==> src/dma_defines.svh <==
`ifndef DMA_DEFINES_SVH
`define DMA_DEFINES_SVH

`define DMA_ADDR_W      32
`define DMA_DATA_W      32
`define DMA_COUNT_W     14
`define DMA_HALF_W      16
`define DMA_VIDEO_W     16

// blank positions, compared against the low byte of the video counters
`define DMA_HBLANK_COL  8'd240
`define DMA_VBLANK_LINE 8'd160

`define DMA_STEP_HALF   3'd2
`define DMA_STEP_WORD   3'd4

`define DMA_REG_SEL_W   2
`define DMA_REG_SAD     2'd0
`define DMA_REG_DAD     2'd1
`define DMA_REG_CNT     2'd2

`endif

==> src/dma_pkg.sv <==
`default_nettype none
`include "dma_defines.svh"

package dma_pkg;

  typedef enum logic [1:0] {
    ADDR_INC        = 2'd0,
    ADDR_DEC        = 2'd1,
    ADDR_FIXED      = 2'd2,
    ADDR_INC_RELOAD = 2'd3
  } addrCtl_e;

  typedef enum logic [1:0] {
    START_IMM    = 2'd0,
    START_VBLANK = 2'd1,
    START_HBLANK = 2'd2,
    START_REQ    = 2'd3
  } startMode_e;

  // control/count word as software writes it
  typedef struct packed {
    logic                          enable;    // 31
    logic                          irqEn;
    startMode_e                    startMode; // 29:28
    logic                          rsvdHi;
    logic                          wordSize;  // 26
    logic                          repeatEn;
    addrCtl_e                      srcCtl;    // 24:23
    addrCtl_e                      dstCtl;    // 22:21
    logic [4:0]                    rsvdMid;
    logic [15-`DMA_COUNT_W:0]      rsvdLo;
    logic [`DMA_COUNT_W-1:0]       count;
  } dmaCtrl_t;

  typedef struct packed {
    logic                   valid;
    logic                   wen;
    logic [1:0]             size;  // 1 halfword, 2 word
    logic [`DMA_ADDR_W-1:0] addr;
    logic [`DMA_DATA_W-1:0] wdata;
  } memReq_t;

endpackage : dma_pkg

`default_nettype wire

==> src/dmaRegs.sv <==
`default_nettype none
`timescale 1ns/1ps
`include "dma_defines.svh"

module dmaRegs (
  input  logic                      clk,
  input  logic                      rst_b,
  input  logic                      regWr,
  input  logic [`DMA_REG_SEL_W-1:0] regSel,
  input  logic [`DMA_DATA_W-1:0]    regData,
  input  logic                      blockEnd,
  output dma_pkg::dmaCtrl_t         cfg,
  output logic [`DMA_ADDR_W-1:0]    srcBase,
  output logic [`DMA_ADDR_W-1:0]    dstBase,
  output logic                      arm
);
  import dma_pkg::*;

  dmaCtrl_t wrCtrl;

  assign wrCtrl = dmaCtrl_t'(regData);

  always_ff @(posedge clk, negedge rst_b) begin
    if (!rst_b) begin
      cfg     <= '0;
      srcBase <= '0;
      dstBase <= '0;
      arm     <= 1'b0;
    end else begin
      arm <= 1'b0;
      if (blockEnd)
        cfg.enable <= 1'b0; // block done, channel goes quiet
      if (regWr) begin
        case (regSel)
          `DMA_REG_SAD: srcBase <= regData;
          `DMA_REG_DAD: dstBase <= regData;
          `DMA_REG_CNT: begin
            cfg <= wrCtrl;
            // only a rising enable arms a new block
            arm <= wrCtrl.enable & (~cfg.enable | blockEnd);
          end
          default: begin
          end
        endcase
      end
    end
  end

endmodule : dmaRegs

`default_nettype wire

==> src/dmaTrigger.sv <==
`default_nettype none
`timescale 1ns/1ps
`include "dma_defines.svh"

module dmaTrigger (
  input  logic                    clk,
  input  logic                    rst_b,
  input  dma_pkg::dmaCtrl_t       cfg,
  input  logic [`DMA_VIDEO_W-1:0] hcount,
  input  logic [`DMA_VIDEO_W-1:0] vcount,
  input  logic                    reqStrobe,
  output logic                    go
);
  import dma_pkg::*;

  logic reqDly;
  logic startCond;

  always_comb begin
    case (cfg.startMode)
      START_IMM:    startCond = 1'b1;
      START_VBLANK: startCond = (vcount[7:0] == `DMA_VBLANK_LINE);
      START_HBLANK: startCond = (hcount[7:0] == `DMA_HBLANK_COL);
      START_REQ:    startCond = reqDly;
    endcase
  end

  always_ff @(posedge clk, negedge rst_b) begin
    if (!rst_b) begin
      reqDly <= 1'b0;
      go     <= 1'b0;
    end else begin
      reqDly <= reqStrobe; // breaks the path from the requester
      go     <= cfg.enable & startCond;
    end
  end

endmodule : dmaTrigger

`default_nettype wire

==> src/dmaSequencer.sv <==
`default_nettype none
`timescale 1ns/1ps

module dmaSequencer (
  input  logic              clk,
  input  logic              rst_b,
  input  dma_pkg::dmaCtrl_t cfg,
  input  logic              arm,
  input  logic              go,
  input  logic              memWait,
  input  logic              lastUnit,
  output logic              load,
  output logic              reloadBlock,
  output logic              stepSrc,
  output logic              stepDst,
  output logic              storeData,
  output logic              writePhase,
  output logic              reqValid,
  output logic              blockEnd,
  output logic              irq
);

  typedef enum logic [2:0] {OFF, IDLE, QUEUED, READ, WRITE} state_e;

  state_e state, nextState;
  logic   finishUnit;

  always_ff @(posedge clk, negedge rst_b) begin
    if (!rst_b) begin
      state <= OFF;
      irq   <= 1'b0;
    end else begin
      state <= nextState;
      irq   <= finishUnit & lastUnit & cfg.irqEn;
    end
  end

  assign finishUnit = (state == WRITE) && !memWait;
  assign reqValid   = (state == READ) || (state == WRITE);
  assign writePhase = (state == WRITE);

  always_comb begin
    nextState   = state;
    load        = 1'b0;
    reloadBlock = 1'b0;
    stepSrc     = 1'b0;
    stepDst     = 1'b0;
    storeData   = 1'b0;
    blockEnd    = 1'b0;
    case (state)
      OFF, IDLE, QUEUED: begin
        if (arm) begin
          load      = 1'b1;
          nextState = IDLE;
        end else if (state == OFF || !cfg.enable) begin
          nextState = OFF;
        end else if (state == QUEUED || go) begin
          nextState = memWait ? QUEUED : READ; // bus busy, hold the start
        end
      end
      READ: begin
        if (!memWait) begin
          storeData = 1'b1;
          stepSrc   = 1'b1;
          nextState = WRITE;
        end
      end
      WRITE: begin
        if (finishUnit) begin
          stepDst = 1'b1;
          if (!lastUnit) begin
            nextState = READ;
          end else if (cfg.repeatEn) begin
            reloadBlock = 1'b1;
            nextState   = IDLE;
          end else begin
            blockEnd  = 1'b1;
            nextState = OFF;
          end
        end
      end
      default: nextState = OFF;
    endcase
  end

endmodule : dmaSequencer

`default_nettype wire

==> src/dmaAddrPath.sv <==
`default_nettype none
`timescale 1ns/1ps
`include "dma_defines.svh"

module dmaAddrPath (
  input  logic                   clk,
  input  logic                   rst_b,
  input  dma_pkg::dmaCtrl_t      cfg,
  input  logic [`DMA_ADDR_W-1:0] srcBase,
  input  logic [`DMA_ADDR_W-1:0] dstBase,
  input  logic                   load,
  input  logic                   reloadBlock,
  input  logic                   stepSrc,
  input  logic                   stepDst,
  input  logic                   storeData,
  input  logic                   writePhase,
  input  logic                   reqValid,
  input  logic [`DMA_DATA_W-1:0] rdata,
  output logic                   lastUnit,
  output dma_pkg::memReq_t       memReq
);
  import dma_pkg::*;

  logic [`DMA_ADDR_W-1:0]  srcAddr;
  logic [`DMA_ADDR_W-1:0]  dstAddr;
  logic [2:0]              stepSize;
  logic [`DMA_COUNT_W-1:0] countReg;
  logic [`DMA_COUNT_W-1:0] unitCnt;
  logic [`DMA_DATA_W-1:0]  dataLatch;
  logic [`DMA_DATA_W-1:0]  wdata;

  function automatic logic [`DMA_ADDR_W-1:0] stepAddr(
    input logic [`DMA_ADDR_W-1:0] addr,
    input addrCtl_e               ctl,
    input logic [2:0]             step
  );
    case (ctl)
      ADDR_DEC:   stepAddr = addr - `DMA_ADDR_W'(step);
      ADDR_FIXED: stepAddr = addr;
      default:    stepAddr = addr + `DMA_ADDR_W'(step); // inc and inc-reload
    endcase
  endfunction

  assign stepSize = cfg.wordSize ? `DMA_STEP_WORD : `DMA_STEP_HALF;

  always_ff @(posedge clk) begin
    if (load) begin
      srcAddr <= srcBase;
      dstAddr <= dstBase;
    end else begin
      if (stepSrc)
        srcAddr <= stepAddr(srcAddr, cfg.srcCtl, stepSize);
      // reload wins over the step of the last unit
      if (reloadBlock && cfg.dstCtl == ADDR_INC_RELOAD)
        dstAddr <= dstBase;
      else if (stepDst)
        dstAddr <= stepAddr(dstAddr, cfg.dstCtl, stepSize);
    end
    if (storeData)
      dataLatch <= rdata;
  end

  always_ff @(posedge clk, negedge rst_b) begin
    if (!rst_b) begin
      unitCnt  <= '0;
      countReg <= '0;
    end else if (load || reloadBlock) begin
      unitCnt  <= '0;
      countReg <= cfg.count;
    end else if (stepDst) begin
      unitCnt <= unitCnt + 1'b1;
    end
  end

  // a count of 0 wraps to the full 16384 units
  assign lastUnit = (unitCnt == countReg - 1'b1);

  always_comb begin
    wdata = dataLatch;
    if (!cfg.wordSize && dstAddr[1])
      wdata[`DMA_DATA_W-1 -: `DMA_HALF_W] = dataLatch[`DMA_HALF_W-1:0]; // upper lane
  end

  assign memReq = '{
    valid: reqValid,
    wen:   writePhase,
    size:  cfg.wordSize ? 2'd2 : 2'd1,
    addr:  writePhase ? dstAddr : srcAddr,
    wdata: wdata
  };

endmodule : dmaAddrPath

`default_nettype wire

==> src/dmaTop.sv <==
`default_nettype none
`timescale 1ns/1ps
`include "dma_defines.svh"

module dmaTop (
  input  logic                      clk,
  input  logic                      rst_b,
  input  logic                      regWr,
  input  logic [`DMA_REG_SEL_W-1:0] regSel,
  input  logic [`DMA_DATA_W-1:0]    regData,
  input  logic [`DMA_VIDEO_W-1:0]   hcount,
  input  logic [`DMA_VIDEO_W-1:0]   vcount,
  input  logic                      reqStrobe,
  input  logic [`DMA_DATA_W-1:0]    rdata,
  input  logic                      memWait,
  output dma_pkg::memReq_t          memReq,
  output logic                      irq,
  output logic                      enabled
);
  import dma_pkg::*;

  dmaCtrl_t               cfg;
  logic [`DMA_ADDR_W-1:0] srcBase, dstBase;
  logic                   arm, go, blockEnd, lastUnit, reqValid;
  logic                   load, reloadBlock, stepSrc, stepDst, storeData, writePhase;

  assign enabled = cfg.enable;

  dmaRegs regs_i (
    .clk, .rst_b, .regWr, .regSel, .regData, .blockEnd,
    .cfg, .srcBase, .dstBase, .arm
  );

  dmaTrigger trig_i (
    .clk, .rst_b, .cfg, .hcount, .vcount, .reqStrobe, .go
  );

  dmaSequencer seq_i (
    .clk, .rst_b, .cfg, .arm, .go, .memWait, .lastUnit,
    .load, .reloadBlock, .stepSrc, .stepDst, .storeData, .writePhase,
    .reqValid, .blockEnd, .irq
  );

  dmaAddrPath path_i (
    .clk, .rst_b, .cfg, .srcBase, .dstBase,
    .load, .reloadBlock, .stepSrc, .stepDst, .storeData, .writePhase,
    .reqValid, .rdata, .lastUnit, .memReq
  );

endmodule : dmaTop

`default_nettype wire

==> config.mk <==
export PLATFORM = sky130hd
export DESIGN_NAME = dmaTop
export DESIGN_NICKNAME = d
export VERILOG_FILES = /design/src/dma_pkg.sv /design/src/dmaRegs.sv /design/src/dmaTrigger.sv /design/src/dmaSequencer.sv /design/src/dmaAddrPath.sv /design/src/dmaTop.sv
export VERILOG_INCLUDE_DIRS = /design/src
export SDC_FILE = /design/constraint.sdc
export NUM_CORES = 1
export LEC_CHECK = 0
export BUFFER_PORTS_ARGS = -buffer_cell sky130_fd_sc_hd__buf_2
export CORE_ASPECT_RATIO = 1.75
export CORE_MARGIN = 3
export CORE_UTILIZATION = 59
export CTS_CLUSTER_DIAMETER = 120
export DETAILED_ROUTE_END_ITERATION = 6
export PLACE_DENSITY = 0.85
export SYNTH_ARGS = -nofsm -noshare
export SYNTH_HDL_FRONTEND = slang
export SYNTH_SLANG_ARGS = --single-unit
==> constraint.sdc <==
create_clock -name clk -period 5.5 [get_ports clk]
set_input_delay 1.1 -clock clk [delete_from_list [all_inputs] [get_ports clk]]
set_output_delay 1.1 -clock clk [all_outputs]
set_load 0.01 [all_outputs]
==> flow_summary.ini <==
[cells_and_area]
fin_area_sq_mm = 0.0147
finalNetCount = 1593
area_growth_pct = 13.2
finalNonFillerCells = 1733
drive_gt1_frac = 0.231
num_antenna_cells = 0

[route]
vias_per_cell = 6.07
totalWireLength_microns = 33500
antenna_left = 0
dr.pass1.iters = 7
drc = 6
first_iter_violations = 813
avgRoutedWirePerCell_microns = 19.3
vias = 10500

[clock_network]
clk_pin_slew_worst_paths_ns = 0.07
cts-root-buf = clkbuf_16
post_cts_resized = 0
clock_latency_ns = 0.51
cts_setup_buffers = 0
cts_buffers = 22
clk_path_buf_depth = 3
clock-sinks = 219
cts_tree = built
htree_levels = 1
cts_hold_buf = 0

[critical_path]
rrSetupSlack_ns = 1.34
cp_slowest_cell = nor2_4
endpoint_kind = register
endpoint = path_i.dstAddr[17]
crit_path_start_kind = register
cp.arrival_ns = 4.42
crit_chain = inv_1, ha_1, or4b_1, or4_1, a32oi_1, o21ai_1, nor4b_4, nor2_4, inv_2, a221o_1
worstSetupPathType = register to register
cp_max_fo = 26
cp-startpoint = path_i.countReg[0]
critPathMaxStageDelay_ns = 0.80
crit_required_ns = 5.76
timing.rr.start = path_i.countReg[0]
rr_worst_depth = 10
r2r-end = path_i.dstAddr[17]

[grt]
antenna_found_initial = 0
grt_usage = 0.275
grt_max_degree = 57
grt_pass1_vias = 10700
grt_pass1_wl_microns = 53600
overflow = 0

[pwr]
p_per_area_mw_per_mm2 = 339
vdd_drop_max_mv = 0.270
combPwrFrac = 0.274
p_leak_nw = 6.61
p_int_mw = 3.46
p_sw_mw = 1.52
switching_share = 0.306
power_frac_seq = 0.418
power_frac_clock = 0.308

[synth]
synth_top_family_by_area = simple AND/OR/NAND/NOR gates
synth_cell_type_count = 73
ys_ff_latch = 219
synth_cells = 1296
syn_avg_cell_area_sq_um = 10.0
ys_seq_area_frac = 0.458
syn-num-nets = 1464
synth_edf_count = 96
synthMuxAreaShare = 0.103
synth_compound_area_frac = 0.137
synthTopCellsByCount = nand2_1, dfrtp_1, edfxtp_1, mux2_2
post-synth-top-count-cell = nand2_1
synthSimpleGateAreaFrac = 0.156
async_flop_share = 0.562
yosysWarnings = 0
netlist.area_leader.share = 0.237
syn_area_sq_mm = 0.0130
synthFlopType = dfrtp_1
synth_xor_area_frac = 0.0471
synth_area_leaders = dfrtp_1, edfxtp_1, mux2_2, nand2_1, ha_1
synth_top_area_cell = dfrtp_1
synthAdderAreaFrac = 0.0625

[sta]
rsz0062_at_grt = no
period_share = 0.756
max_freq_mhz = 240
drv_slew = 0
worst_slack_ns = 1.34
tightest_slew_ns = 1.17
clock_skew_ns = 0.0142
finalSetupViolations = 0
fin_crit_ns = 4.16
slew-limit-headroom = 0.222
hold_violations = 0
tns_ns = 0

[job]
maxCapViolCount = 0

[die]
core-area_sq_mm = 0.0216
die_w_microns = 118
num_rows = 71
die_h_microns = 202
fp.dieArea_sq_mm = 0.0239
start_util = 0.603
num_io_pins = 173

[place]
place.gp.congestion = 0.922
place_inst = 1693
port_buffers = 156
dp_slack_ns = 1.36
placed_area_sq_mm = 0.0140
dp_hpwl_microns = 24300

[outcome]
status = finished, violations left
violations = design-rule violations

[min_path]
hp-class = register to register
[layout by cell type, fill, tap and decap left out, types with 4 or more instances in the layout]
cell,count
mux2_2,95
a211o_1,4
or3_1,11
nand2_1,247
inv_1,33
buf_4,18
a21boi_0,6
o2111ai_1,5
a211oi_1,5
xor2_1,28
a21o_1,23
nand3b_1,4
nand3_1,15
nor3_1,20
xnor2_1,42
a31oi_1,11
edfxtp_1,96
nor2b_1,15
and3_1,15
a21oi_1,78
o31ai_1,10
nor2_1,63
nand4_1,10
nor4_1,7
buf_2,155
clkbuf_16,26
o211ai_1,10
o21bai_1,4
nand2b_1,8
and2_1,5
o21a_1,10
o21ai_0,77
mux2_4,16
ha_1,65
dfrtp_1,123
[logic make-up (layout without fill, tap and decap cells)]
logic type | Yosys count | count (layout)
and+or+nand+nor | 444 | 444
AOI/OAI and AO/OA | 282 | 282
DFF | 219 | 219
muxes | 114 | 114
buffers and inverters | 102 | 247
xor gates and xnor gates | 70 | 70
adders and majority gates | 65 | 65
[sequential cells by signal, indices dropped and copies added (netlist names), 3 cells and up]
register          cells
path_i.srcAddr       32
seq_i.state           3
path_i.countReg      14
path_i.dataLatch     32
regs_i.srcBase       32
path_i.unitCnt       14
regs_i.cfg           24
path_i.dstAddr       32
regs_i.dstBase       32
[critical path: cells and delay by family (launching register included)]
family                     cells  cell delay [ns]
AOI/OAI and AO/OA              3             0.78
adders and majority gates      1             0.21
buffers and inverters          2             0.38
DFF                            1             0.42
and+or+nand+nor                4             2.11
[metrics by stage]
stage                     hold WS, ns  utilization  total power, mW
after floorplan                 0.440            -             3.08
after global placement          0.452        0.647             3.38
after detailed placement        0.463        0.647             3.44
after CTS                       0.480        0.682             4.99
after global routing            0.511        0.682             5.23
final                           0.475        0.682             4.99
[power groups by stage]
stage                     sequential, mW  clock, mW  combinational, mW
after floorplan                     2.04          0               1.04
after global placement              2.10          0               1.28
after detailed placement            2.11          0               1.33
after CTS                           2.08       1.56               1.36
after global routing                2.10       1.62               1.51
final                               2.08       1.54               1.37
[how the worst min path moves through the flow]
stage | from | to | slack [ns] | depth (start not counted)
detailed placement | regs_i.cfg[0] | regs_i.cfg[0] | 0.46 | 2
global placement | regs_i.cfg[12] | regs_i.cfg[12] | 0.45 | 2
CTS | regs_i.cfg[1] | regs_i.cfg[1] | 0.48 | 2
finish | regs_i.cfg[1] | regs_i.cfg[1] | 0.47 | 2
floorplan | regs_i.cfg[10] | regs_i.cfg[10] | 0.44 | 2
global route | regs_i.cfg[1] | path_i.countReg[1] | 0.51 | 2
[final cells by class]
cell class / count / area [sq um]
well taps: 292 / 365
fillers: 1609 / 6870
multi-input cells: 975 / 6600
repair buffers: 173 / 911
clock inverters: 8 / 51.3
clock buffers: 32 / 703
inverters: 34 / 128
flip-flops and latches: 219 / 5960
[metal layers]
metal | GRT usage | vias up | routed length [microns]
met5 | 0 | - | 0
met4 | 0.134 | 0 | 1720
met3 | 0.0370 | 122 | 2360
met2 | 0.499 | 506 | 17300
met1 | 0.318 | 4984 | 12100
li1 | - | 4915 | -
No activity file was read; power rests on OpenSTA's default activity.
